===== config.mk =====
export PLATFORM = sky130hd
export DESIGN_NAME = l2tlb
export DESIGN_NICKNAME = d
export VERILOG_FILES = /design/src/logic/l2tlb_pkg.sv /design/src/logic/tlb_port_if.sv /design/src/logic/l2tlb.sv /design/src/logic/pte_walker.sv /design/src/logic/tlb_array.sv
export SDC_FILE = /design/constraint.sdc
export NUM_CORES = 2
export LEC_CHECK = 0
export BUFFER_PORTS_ARGS = -buffer_cell sky130_fd_sc_hd__buf_2
export CORE_ASPECT_RATIO = 0.8
export CORE_MARGIN = 2
export CORE_UTILIZATION = 55
export DETAILED_ROUTE_END_ITERATION = 16
export PLACE_DENSITY = 0.82
export SLEW_MARGIN = 20
export SYNTH_ARGS = -nofsm -noshare
export SYNTH_HDL_FRONTEND = slang
export SYNTH_SLANG_ARGS = --single-unit

===== constraint.sdc =====
create_clock -name clk -period 10.1 [get_ports clk]
set_clock_uncertainty 0.2 [all_clocks]
set_input_delay 0 -clock clk [delete_from_list [all_inputs] [get_ports clk]]
set_output_delay 0 -clock clk [all_outputs]
set_load 0.01 [all_outputs]

===== src/logic/l2tlb_pkg.sv =====
`default_nettype none

package l2tlb_pkg;

    // ************************************************************
    // widths
    // ************************************************************
    typedef logic [63:0]  vaddr_t;
    typedef logic [63:0]  paddr_t;
    typedef logic [63:0]  pte_t;
    typedef logic [43:0]  ppn_t;
    typedef logic [15:0]  asid_t;
    typedef logic [26:0]  vpn_t;
    typedef logic [8:0]   vpn_part_t;
    typedef logic [2:0]   set_idx_t;

    // asid | ppn | attr | vpn | zeros | size
    // 127    111   67     57    30      2
    typedef logic [127:0] tlb_entry_t;

    // array geometry
    localparam int TLB_WAYS = 2;
    localparam int TLB_SETS = 8;

    // page size codes
    localparam logic [2:0] PAGE_4K = 3'd0;
    localparam logic [2:0] PAGE_2M = 3'd1;
    localparam logic [2:0] PAGE_1G = 3'd2;

    // ************************************************************
    // sv39 pte fields
    // ************************************************************
    localparam int PTE_V       = 0;
    localparam int PTE_R       = 1;
    localparam int PTE_W       = 2;
    localparam int PTE_X       = 3;
    localparam int PTE_G       = 5;
    localparam int PTE_A       = 6;
    localparam int PTE_PPN_LSB = 10;

    // entry fields
    localparam int ENTRY_VPN_LSB  = 31;
    localparam int ENTRY_ATTR_LSB = 58;
    localparam int ENTRY_ASID_LSB = 112;
    localparam int ENTRY_G_BIT    = ENTRY_ATTR_LSB + PTE_G;

    typedef enum logic [2:0] {
        IDLE,
        SEARCH,
        WALK_L2,
        WALK_L1,
        WALK_L0,
        RESPOND
    } walk_state_t;

endpackage

`default_nettype wire

===== src/logic/tlb_port_if.sv =====
`default_nettype none

interface tlb_port_if;
    import l2tlb_pkg::*;

    // lookup of the stored request
    vpn_t       lookup_vpn;
    logic       hit;
    tlb_entry_t hit_entry;

    // write of a finished 4K walk
    logic       refill;
    tlb_entry_t refill_entry;

    modport walker (
        output lookup_vpn,
        output refill,
        output refill_entry,
        input  hit,
        input  hit_entry
    );

    modport array (
        input  lookup_vpn,
        input  refill,
        input  refill_entry,
        output hit,
        output hit_entry
    );

endinterface

`default_nettype wire


===== src/logic/l2tlb.sv =====
`default_nettype none

module l2tlb (
    input  logic                    clk,
    input  logic                    rst_n,
    input  l2tlb_pkg::asid_t        satp_asid,
    input  l2tlb_pkg::ppn_t         satp_ppn,
    input  logic                    sflush_vma_valid,
    input  logic                    immu_miss_valid,
    output logic                    immu_miss_ready,
    input  l2tlb_pkg::vaddr_t       vaddr_i,
    input  logic                    dmmu_miss_valid,
    output logic                    dmmu_miss_ready,
    input  l2tlb_pkg::vaddr_t       vaddr_d,
    output logic                    mmu_arvalid,
    input  logic                    mmu_arready,
    output l2tlb_pkg::paddr_t       mmu_araddr,
    input  logic                    mmu_rvalid,
    input  logic [1:0]              mmu_rresp,
    input  l2tlb_pkg::pte_t         mmu_rdata,
    output logic                    pte_valid,
    input  logic                    pte_ready,
    output l2tlb_pkg::tlb_entry_t   pte,
    output logic                    pte_error
);

    tlb_port_if tp ();

    // walker owns the request and the memory channel
    pte_walker u_walker (
        .clk             (clk),
        .rst_n           (rst_n),
        .satp_asid       (satp_asid),
        .satp_ppn        (satp_ppn),
        .immu_miss_valid (immu_miss_valid),
        .immu_miss_ready (immu_miss_ready),
        .vaddr_i         (vaddr_i),
        .dmmu_miss_valid (dmmu_miss_valid),
        .dmmu_miss_ready (dmmu_miss_ready),
        .vaddr_d         (vaddr_d),
        .mmu_arvalid     (mmu_arvalid),
        .mmu_arready     (mmu_arready),
        .mmu_araddr      (mmu_araddr),
        .mmu_rvalid      (mmu_rvalid),
        .mmu_rresp       (mmu_rresp),
        .mmu_rdata       (mmu_rdata),
        .pte_valid       (pte_valid),
        .pte_ready       (pte_ready),
        .pte             (pte),
        .pte_error       (pte_error),
        .tp              (tp.walker)
    );

    tlb_array u_array (
        .clk              (clk),
        .rst_n            (rst_n),
        .sflush_vma_valid (sflush_vma_valid),
        .satp_asid        (satp_asid),
        .tp               (tp.array)
    );

endmodule

`default_nettype wire


===== src/logic/pte_walker.sv =====
`default_nettype none

module pte_walker (
    input  logic                    clk,
    input  logic                    rst_n,
    input  l2tlb_pkg::asid_t        satp_asid,
    input  l2tlb_pkg::ppn_t         satp_ppn,
    input  logic                    immu_miss_valid,
    output logic                    immu_miss_ready,
    input  l2tlb_pkg::vaddr_t       vaddr_i,
    input  logic                    dmmu_miss_valid,
    output logic                    dmmu_miss_ready,
    input  l2tlb_pkg::vaddr_t       vaddr_d,
    output logic                    mmu_arvalid,
    input  logic                    mmu_arready,
    output l2tlb_pkg::paddr_t       mmu_araddr,
    input  logic                    mmu_rvalid,
    input  logic [1:0]              mmu_rresp,
    input  l2tlb_pkg::pte_t         mmu_rdata,
    output logic                    pte_valid,
    input  logic                    pte_ready,
    output l2tlb_pkg::tlb_entry_t   pte,
    output logic                    pte_error,
    tlb_port_if.walker              tp
);
    import l2tlb_pkg::*;

    walk_state_t state_q;
    vaddr_t      vaddr_q;
    logic        arvalid_q;
    ppn_t        ar_ppn_q;
    vpn_part_t   ar_idx_q;
    tlb_entry_t  pte_q;
    logic        err_q;
    logic        refill_q;

    logic        immu_fire;
    logic        dmmu_fire;
    logic        req_fire;
    vaddr_t      req_vaddr;
    logic        non_canon;
    logic        in_walk;
    logic        rd_take;
    ppn_t        rd_ppn;
    logic        pte_is_table;
    logic        leaf_misaligned;
    logic        pte_fault;
    logic [2:0]  leaf_size;
    vpn_part_t   next_idx;
    tlb_entry_t  leaf_entry;

    // ************************************************************
    // request arbitration with the instruction side first
    // ************************************************************
    assign immu_miss_ready = (state_q == IDLE);
    assign dmmu_miss_ready = (state_q == IDLE) & ~immu_miss_valid;
    assign immu_fire       = immu_miss_valid & immu_miss_ready;
    assign dmmu_fire       = dmmu_miss_valid & dmmu_miss_ready;
    assign req_fire        = immu_fire | dmmu_fire;
    assign req_vaddr       = immu_fire ? vaddr_i : vaddr_d;
    assign non_canon       = req_vaddr[63:39] != {25{req_vaddr[38]}};

    // ************************************************************
    // pte checks
    // ************************************************************
    assign in_walk      = (state_q == WALK_L2) | (state_q == WALK_L1) | (state_q == WALK_L0);
    // read data only counts once the address went out
    assign rd_take      = in_walk & ~arvalid_q & mmu_rvalid;
    assign rd_ppn       = mmu_rdata[PTE_PPN_LSB +: $bits(ppn_t)];
    assign pte_is_table = ~mmu_rdata[PTE_R] & ~mmu_rdata[PTE_W] & ~mmu_rdata[PTE_X];

    always_comb begin
        leaf_size       = PAGE_4K;
        next_idx        = vaddr_q[20:12];
        leaf_misaligned = 1'b0;
        case (state_q)
            WALK_L2: begin
                leaf_size       = PAGE_1G;
                next_idx        = vaddr_q[29:21];
                leaf_misaligned = |rd_ppn[17:0];
            end
            WALK_L1: begin
                leaf_size       = PAGE_2M;
                leaf_misaligned = |rd_ppn[8:0];
            end
            default: begin
            end
        endcase
    end

    // a table at L0 faults and a leaf needs alignment and A set
    assign pte_fault = (mmu_rresp != 2'b00)
                     | (|mmu_rdata[63:54])
                     | ~mmu_rdata[PTE_V]
                     | (~mmu_rdata[PTE_R] & mmu_rdata[PTE_W])
                     | (pte_is_table ? (state_q == WALK_L0)
                                     : (leaf_misaligned | ~mmu_rdata[PTE_A]));

    assign leaf_entry = {satp_asid, rd_ppn, mmu_rdata[9:0], vaddr_q[38:12], 28'h0, leaf_size};

    // ************************************************************
    // walk fsm
    // ************************************************************
    always_ff @(posedge clk or negedge rst_n) begin
        if (!rst_n) begin
            state_q   <= IDLE;
            arvalid_q <= 1'b0;
            err_q     <= 1'b0;
            refill_q  <= 1'b0;
        end else begin
            refill_q <= 1'b0;
            case (state_q)
                IDLE: begin
                    if (req_fire) begin
                        state_q <= non_canon ? RESPOND : SEARCH;
                        err_q   <= non_canon;
                    end
                end
                SEARCH: begin
                    if (tp.hit) begin
                        state_q <= RESPOND;
                        err_q   <= 1'b0;
                    end else begin
                        state_q   <= WALK_L2;
                        arvalid_q <= 1'b1;
                    end
                end
                WALK_L2, WALK_L1, WALK_L0: begin
                    if (arvalid_q) begin
                        if (mmu_arready) begin
                            arvalid_q <= 1'b0;
                        end
                    end else if (rd_take) begin
                        if (pte_fault) begin
                            state_q <= RESPOND;
                            err_q   <= 1'b1;
                        end else if (pte_is_table) begin
                            state_q   <= (state_q == WALK_L2) ? WALK_L1 : WALK_L0;
                            arvalid_q <= 1'b1;
                        end else begin
                            state_q  <= RESPOND;
                            err_q    <= 1'b0;
                            refill_q <= (state_q == WALK_L0);
                        end
                    end
                end
                RESPOND: begin
                    if (pte_ready) begin
                        state_q <= IDLE;
                    end
                end
                default: begin
                    state_q <= IDLE;
                end
            endcase
        end
    end

    // request, read address and response payload
    always_ff @(posedge clk) begin
        if (req_fire) begin
            vaddr_q <= req_vaddr;
        end
        if (state_q == SEARCH) begin
            ar_ppn_q <= satp_ppn;
            ar_idx_q <= vaddr_q[38:30];
        end else if (rd_take & pte_is_table) begin
            ar_ppn_q <= rd_ppn;
            ar_idx_q <= next_idx;
        end
        if ((state_q == SEARCH) & tp.hit) begin
            pte_q <= tp.hit_entry;
        end else if (rd_take & ~pte_fault & ~pte_is_table) begin
            pte_q <= leaf_entry;
        end
    end

    // outputs
    assign mmu_arvalid     = arvalid_q;
    assign mmu_araddr      = {8'h0, ar_ppn_q, ar_idx_q, 3'h0};
    assign pte_valid       = (state_q == RESPOND);
    assign pte             = pte_q;
    assign pte_error       = err_q;
    assign tp.lookup_vpn   = vaddr_q[38:12];
    assign tp.refill       = refill_q;
    assign tp.refill_entry = pte_q;

endmodule

`default_nettype wire


===== src/logic/tlb_array.sv =====
`default_nettype none

module tlb_array (
    input  logic               clk,
    input  logic               rst_n,
    input  logic               sflush_vma_valid,
    input  l2tlb_pkg::asid_t   satp_asid,
    tlb_port_if.array          tp
);
    import l2tlb_pkg::*;

    tlb_entry_t          entry_q [TLB_WAYS][TLB_SETS];
    logic [TLB_SETS-1:0] valid_q [TLB_WAYS];
    logic [7:0]          lfsr_q;
    logic                way_sel;
    set_idx_t            lookup_set;
    vpn_t                refill_vpn;
    set_idx_t            refill_set;
    logic [TLB_WAYS-1:0] way_hit;
    tlb_entry_t          hit_entry;

    assign lookup_set = tp.lookup_vpn[$bits(set_idx_t)-1:0];
    assign refill_vpn = tp.refill_entry[ENTRY_VPN_LSB +: $bits(vpn_t)];
    assign refill_set = refill_vpn[$bits(set_idx_t)-1:0];

    // ************************************************************
    // hit detection
    // ************************************************************
    for (genvar w = 0; w < TLB_WAYS; w++) begin : g_way
        tlb_entry_t rd_entry;
        logic       asid_ok;

        assign rd_entry   = entry_q[w][lookup_set];
        assign asid_ok    = (rd_entry[ENTRY_ASID_LSB +: $bits(asid_t)] == satp_asid)
                            | rd_entry[ENTRY_G_BIT];
        assign way_hit[w] = valid_q[w][lookup_set] & asid_ok
                            & (rd_entry[ENTRY_VPN_LSB +: $bits(vpn_t)] == tp.lookup_vpn);
    end

    // at most one way hits in practice
    always_comb begin
        hit_entry = '0;
        for (int w = 0; w < TLB_WAYS; w++) begin
            hit_entry = hit_entry | (entry_q[w][lookup_set] & {$bits(tlb_entry_t){way_hit[w]}});
        end
    end

    assign tp.hit       = |way_hit;
    assign tp.hit_entry = hit_entry;

    // ************************************************************
    // replacement and refill
    // ************************************************************
    // x^8 + x^6 + x^5 + x^4 + 1
    always_ff @(posedge clk or negedge rst_n) begin
        if (!rst_n) begin
            lfsr_q <= 8'hA5;
        end else begin
            lfsr_q <= {lfsr_q[6:0], lfsr_q[7] ^ lfsr_q[5] ^ lfsr_q[4] ^ lfsr_q[3]};
        end
    end

    assign way_sel = lfsr_q[0];

    // flush wins over a refill in the same cycle
    always_ff @(posedge clk or negedge rst_n) begin
        if (!rst_n) begin
            for (int w = 0; w < TLB_WAYS; w++) begin
                valid_q[w] <= '0;
            end
        end else if (sflush_vma_valid) begin
            for (int w = 0; w < TLB_WAYS; w++) begin
                valid_q[w] <= '0;
            end
        end else if (tp.refill) begin
            valid_q[way_sel][refill_set] <= 1'b1;
        end
    end

    always_ff @(posedge clk) begin
        if (tp.refill) begin
            entry_q[way_sel][refill_set] <= tp.refill_entry;
        end
    end

endmodule

`default_nettype wire


==> flow_summary.ini <==
[synthesis]
synth_area_per_cell_um2 = 21.2
netlist_instances = 4198
synth_area_mm2 = 0.0890
synth.top_cells.by_area = edfxtp_1 (76%), mux4_2 (11%), mux2_2 (2.9%)
synth_cell_type_count = 66
synthArstFlopShare = 0.0131
synth_edf_count = 2256
synth_top_area_frac = 0.761
ys.flop_type = edfxtp_1
synth_top_family_by_area = multiplexers
synth_xor_area_frac = 0.00660
yosysSeqAreaShare = 0.770
synth-simple-area-share = 0.0240
synth_seq_cells = 2286
synthAdderAreaFrac = 0
synth_top_area_cell = edfxtp_1
ys_warn_count = 0
synthMuxAreaShare = 0.158
synth_compound_area_frac = 0.0265

[setup_path]
arrival_ns = 7.31
critPathRequiredTime_ns = 10.64
worstSetupPathType = reg -> reg
cp-end-kind = register
cp-start-kind = register
path_max_fanout = 53
crit_start = u_walker.vaddr_q[14]
reg2reg_from = u_walker.vaddr_q[14]

[finish]
syn2layout_area_growth_pct = 17.2
fin_area_mm2 = 0.104
drive_gt1_frac = 0.289
fin_nets = 5327
instances_no_fill = 7378

[timing]
slew_headroom = 0.222
hold_viol_final = 0
rsz0062_at_grt = false
period_needed_ns = 6.78
drv_slew = 0
tns_ns = 0
fmax_ghz = 0.148
setup_violations = 0
worst_slew_pin_slew_ns = 1.17
timing.final.crit_share = 0.671

[hold_path]
hp-start = satp_asid[6]
hold_path_class = in -> reg

[die]
die_area_mm2 = 0.165
pin_count = 459
dieWidth_um = 454
die_y_um = 364
start_util = 0.556
core_mm2 = 0.160
num_rows = 131

[power]
p_leak_nw = 32.0
pwr_density_cell_mw_per_mm2 = 212
ir_drop_uv = 217

[global_routing]
grt_max_degree = 131
grt_pass1_wl_um = 337000
grt.total_usage = 0.284
grt_antenna_before_repair = 14
grt_overflow = 0
grt_pass1_vias = 49600

[routing]
ant_nets = 0
vias = 48400
dr.pass1.iters = 7
drc = 0
postRouteWirelength_um = 236000
wire_per_inst_um = 32.0
avgViaCountPerCell = 6.56
drt-initial-drc-count = 6789

[cts]
clk_path_buf_depth = 3
cts_resized = 0
cts_root_buf = clkbuf_16
cts_buffers = 207
cts.sinks = 2286
postCtsSetupRepairBufs = 0
ctsHtreeMaxLevel = 4
clock_latency_ns = 0.87
cts.clk_slew.worst_paths_ns = 0.07
cts_tree = yes
cts_hold_buffers = 401

[place]
dp_hpwl_um = 110000
io_buffers = 423
gp_congestion = 0.803
placed_area_mm2 = 0.0935
dp.cells = 6580

[flow_run]
drv_cap = 0

[status]
status = completed
-- metrics by stage --
stage	util	total power, mW	hold WS [ns]	worst slack (ns)
2_1_floorplan	-	13.3	-0.496	2.77
3_3_place_gp	0.584	14.1	-0.103	3.60
3_5_place_dp	0.584	14.1	-0.0724	3.44
4_1_cts	0.651	22.0	0.00209	3.47
5_1_grt	0.652	22.7	0.0307	3.17
6_report	0.652	22.1	0.0619	3.32
-- cell families after synthesis --
logic type      after synthesis
buf+inv                     258
other cells                   1
mux                         825
xor+xnor                     67
compound gates              312
simple gates                449
flops                      2286
-- final timing paths --
path	to	slack (ns)	cells after the start
max	u_walker.mmu_arvalid	3.32	13
min reg2reg	u_array.lfsr_q[2]	0.15	0
min	u_walker.pte[118]	0.06	3
min in group asynchronous	u_array.lfsr_q[3]	0.56	5
max in group asynchronous	u_array.lfsr_q[5]	8.90	5
max reg2reg	u_walker.mmu_arvalid	3.32	13
-- power breakdown --
part,internal (mW),leakage [nW],switching [mW]
logic,1.72,9.69,2.02
registers,10.5,19.0,0.131
clock network,4.24,3.23,3.54
total,16.4,32.0,5.69
-- synth_stat cells, drive strengths merged (3+ instances only) --
| cell | n |
|---|---|
| or3 | 11 |
| mux2i | 151 |
| a22oi | 120 |
| a21oi | 19 |
| nand3 | 13 |
| nor3 | 30 |
| nor2 | 103 |
| o31a | 3 |
| o21ai | 29 |
| or3b | 3 |
| o22ai | 15 |
| a221oi | 8 |
| nand4 | 24 |
| dfrtp | 26 |
| nand2 | 183 |
| inv | 7 |
| nand2b | 17 |
| a22o | 20 |
| nor3b | 8 |
| o2bb2ai | 67 |
| a21bo | 3 |
| nor2b | 12 |
| mux2 | 230 |
| nor4 | 21 |
| a31oi | 8 |
| mux4 | 444 |
| o21a | 3 |
| buf | 147 |
| dfstp | 4 |
| and2 | 5 |
| and3 | 5 |
| nand4b | 3 |
| edfxtp | 2256 |
| nand3b | 3 |
| xnor2 | 38 |
| or4 | 4 |
| clkbuf | 104 |
| xor2 | 29 |
-- flip-flops by register name, summed over array words and instances, names as in the netlist, 3 cells and up --
register,cells
u_array.entry_q,2048
u_walker.ar_idx_q,9
u_walker.ar_ppn_q,44
u_walker.state_q,3
u_array.valid_q,16
u_array.lfsr_q,8
u_walker.vaddr_q,27
u_walker.pte,128
-- per-layer routing --
metal | global-route usage | routed length (µm)
met1 | 0.365 | 82700
met2 | 0.471 | 118000
met3 | 0.0601 | 24400
met4 | 0.125 | 11200
met5 | 0 | 0
-- placed cells by master, fill, tap and decap left out, types with 25 or more instances in the layout --
master         synthesis  routed
nor3_1                30      25
o2bb2ai_1             67      67
clkinv_2               0      44
clkbuf_1             104      35
buf_4                 37      54
clkinv_1               0      52
mux2i_1              151     151
dlygate4sd3_1          0     400
mux4_2               444     444
a22oi_1              119     119
edfxtp_1            2256    2256
xor2_1                29      29
nor2_1               101      87
nand2_1              183     181
o21ai_0               26      25
xnor2_1               38      38
clkbuf_16              0     207
mux2_2               228     228
dfrtp_1               26      26
buf_2                 71     423
-- final cells by class --
| class | instances | area, µm² |
|---|---|---|
| Sequential cell | 2286 | 68500 |
| Clock buffer | 242 | 5310 |
| Fill cell | 9700 | 55700 |
| Multi-Input combinational cell | 1664 | 19400 |
| Clock inverter | 140 | 1310 |
| Antenna cell | 12 | 30.0 |
| Tap cell | 2128 | 2660 |
| Timing Repair Buffer | 899 | 6970 |
| Inverter | 7 | 26.3 |
-- worst max-delay path, cell delays in order (launching register included) --
cell and delay, ns:
edfxtp_1 0.72, buf_4 0.78, buf_4 0.60, mux4_2 0.42, mux2i_1 0.22, xnor2_1 0.12
nor4_1 0.35, nand4_1 0.31, nor4_4 0.55, nor2b_4 0.92, o21ai_4 0.11, buf_4 0.45
a22o_1 0.32, dlygate4sd3_1 0.55
(Power assumes the default switching activity.)
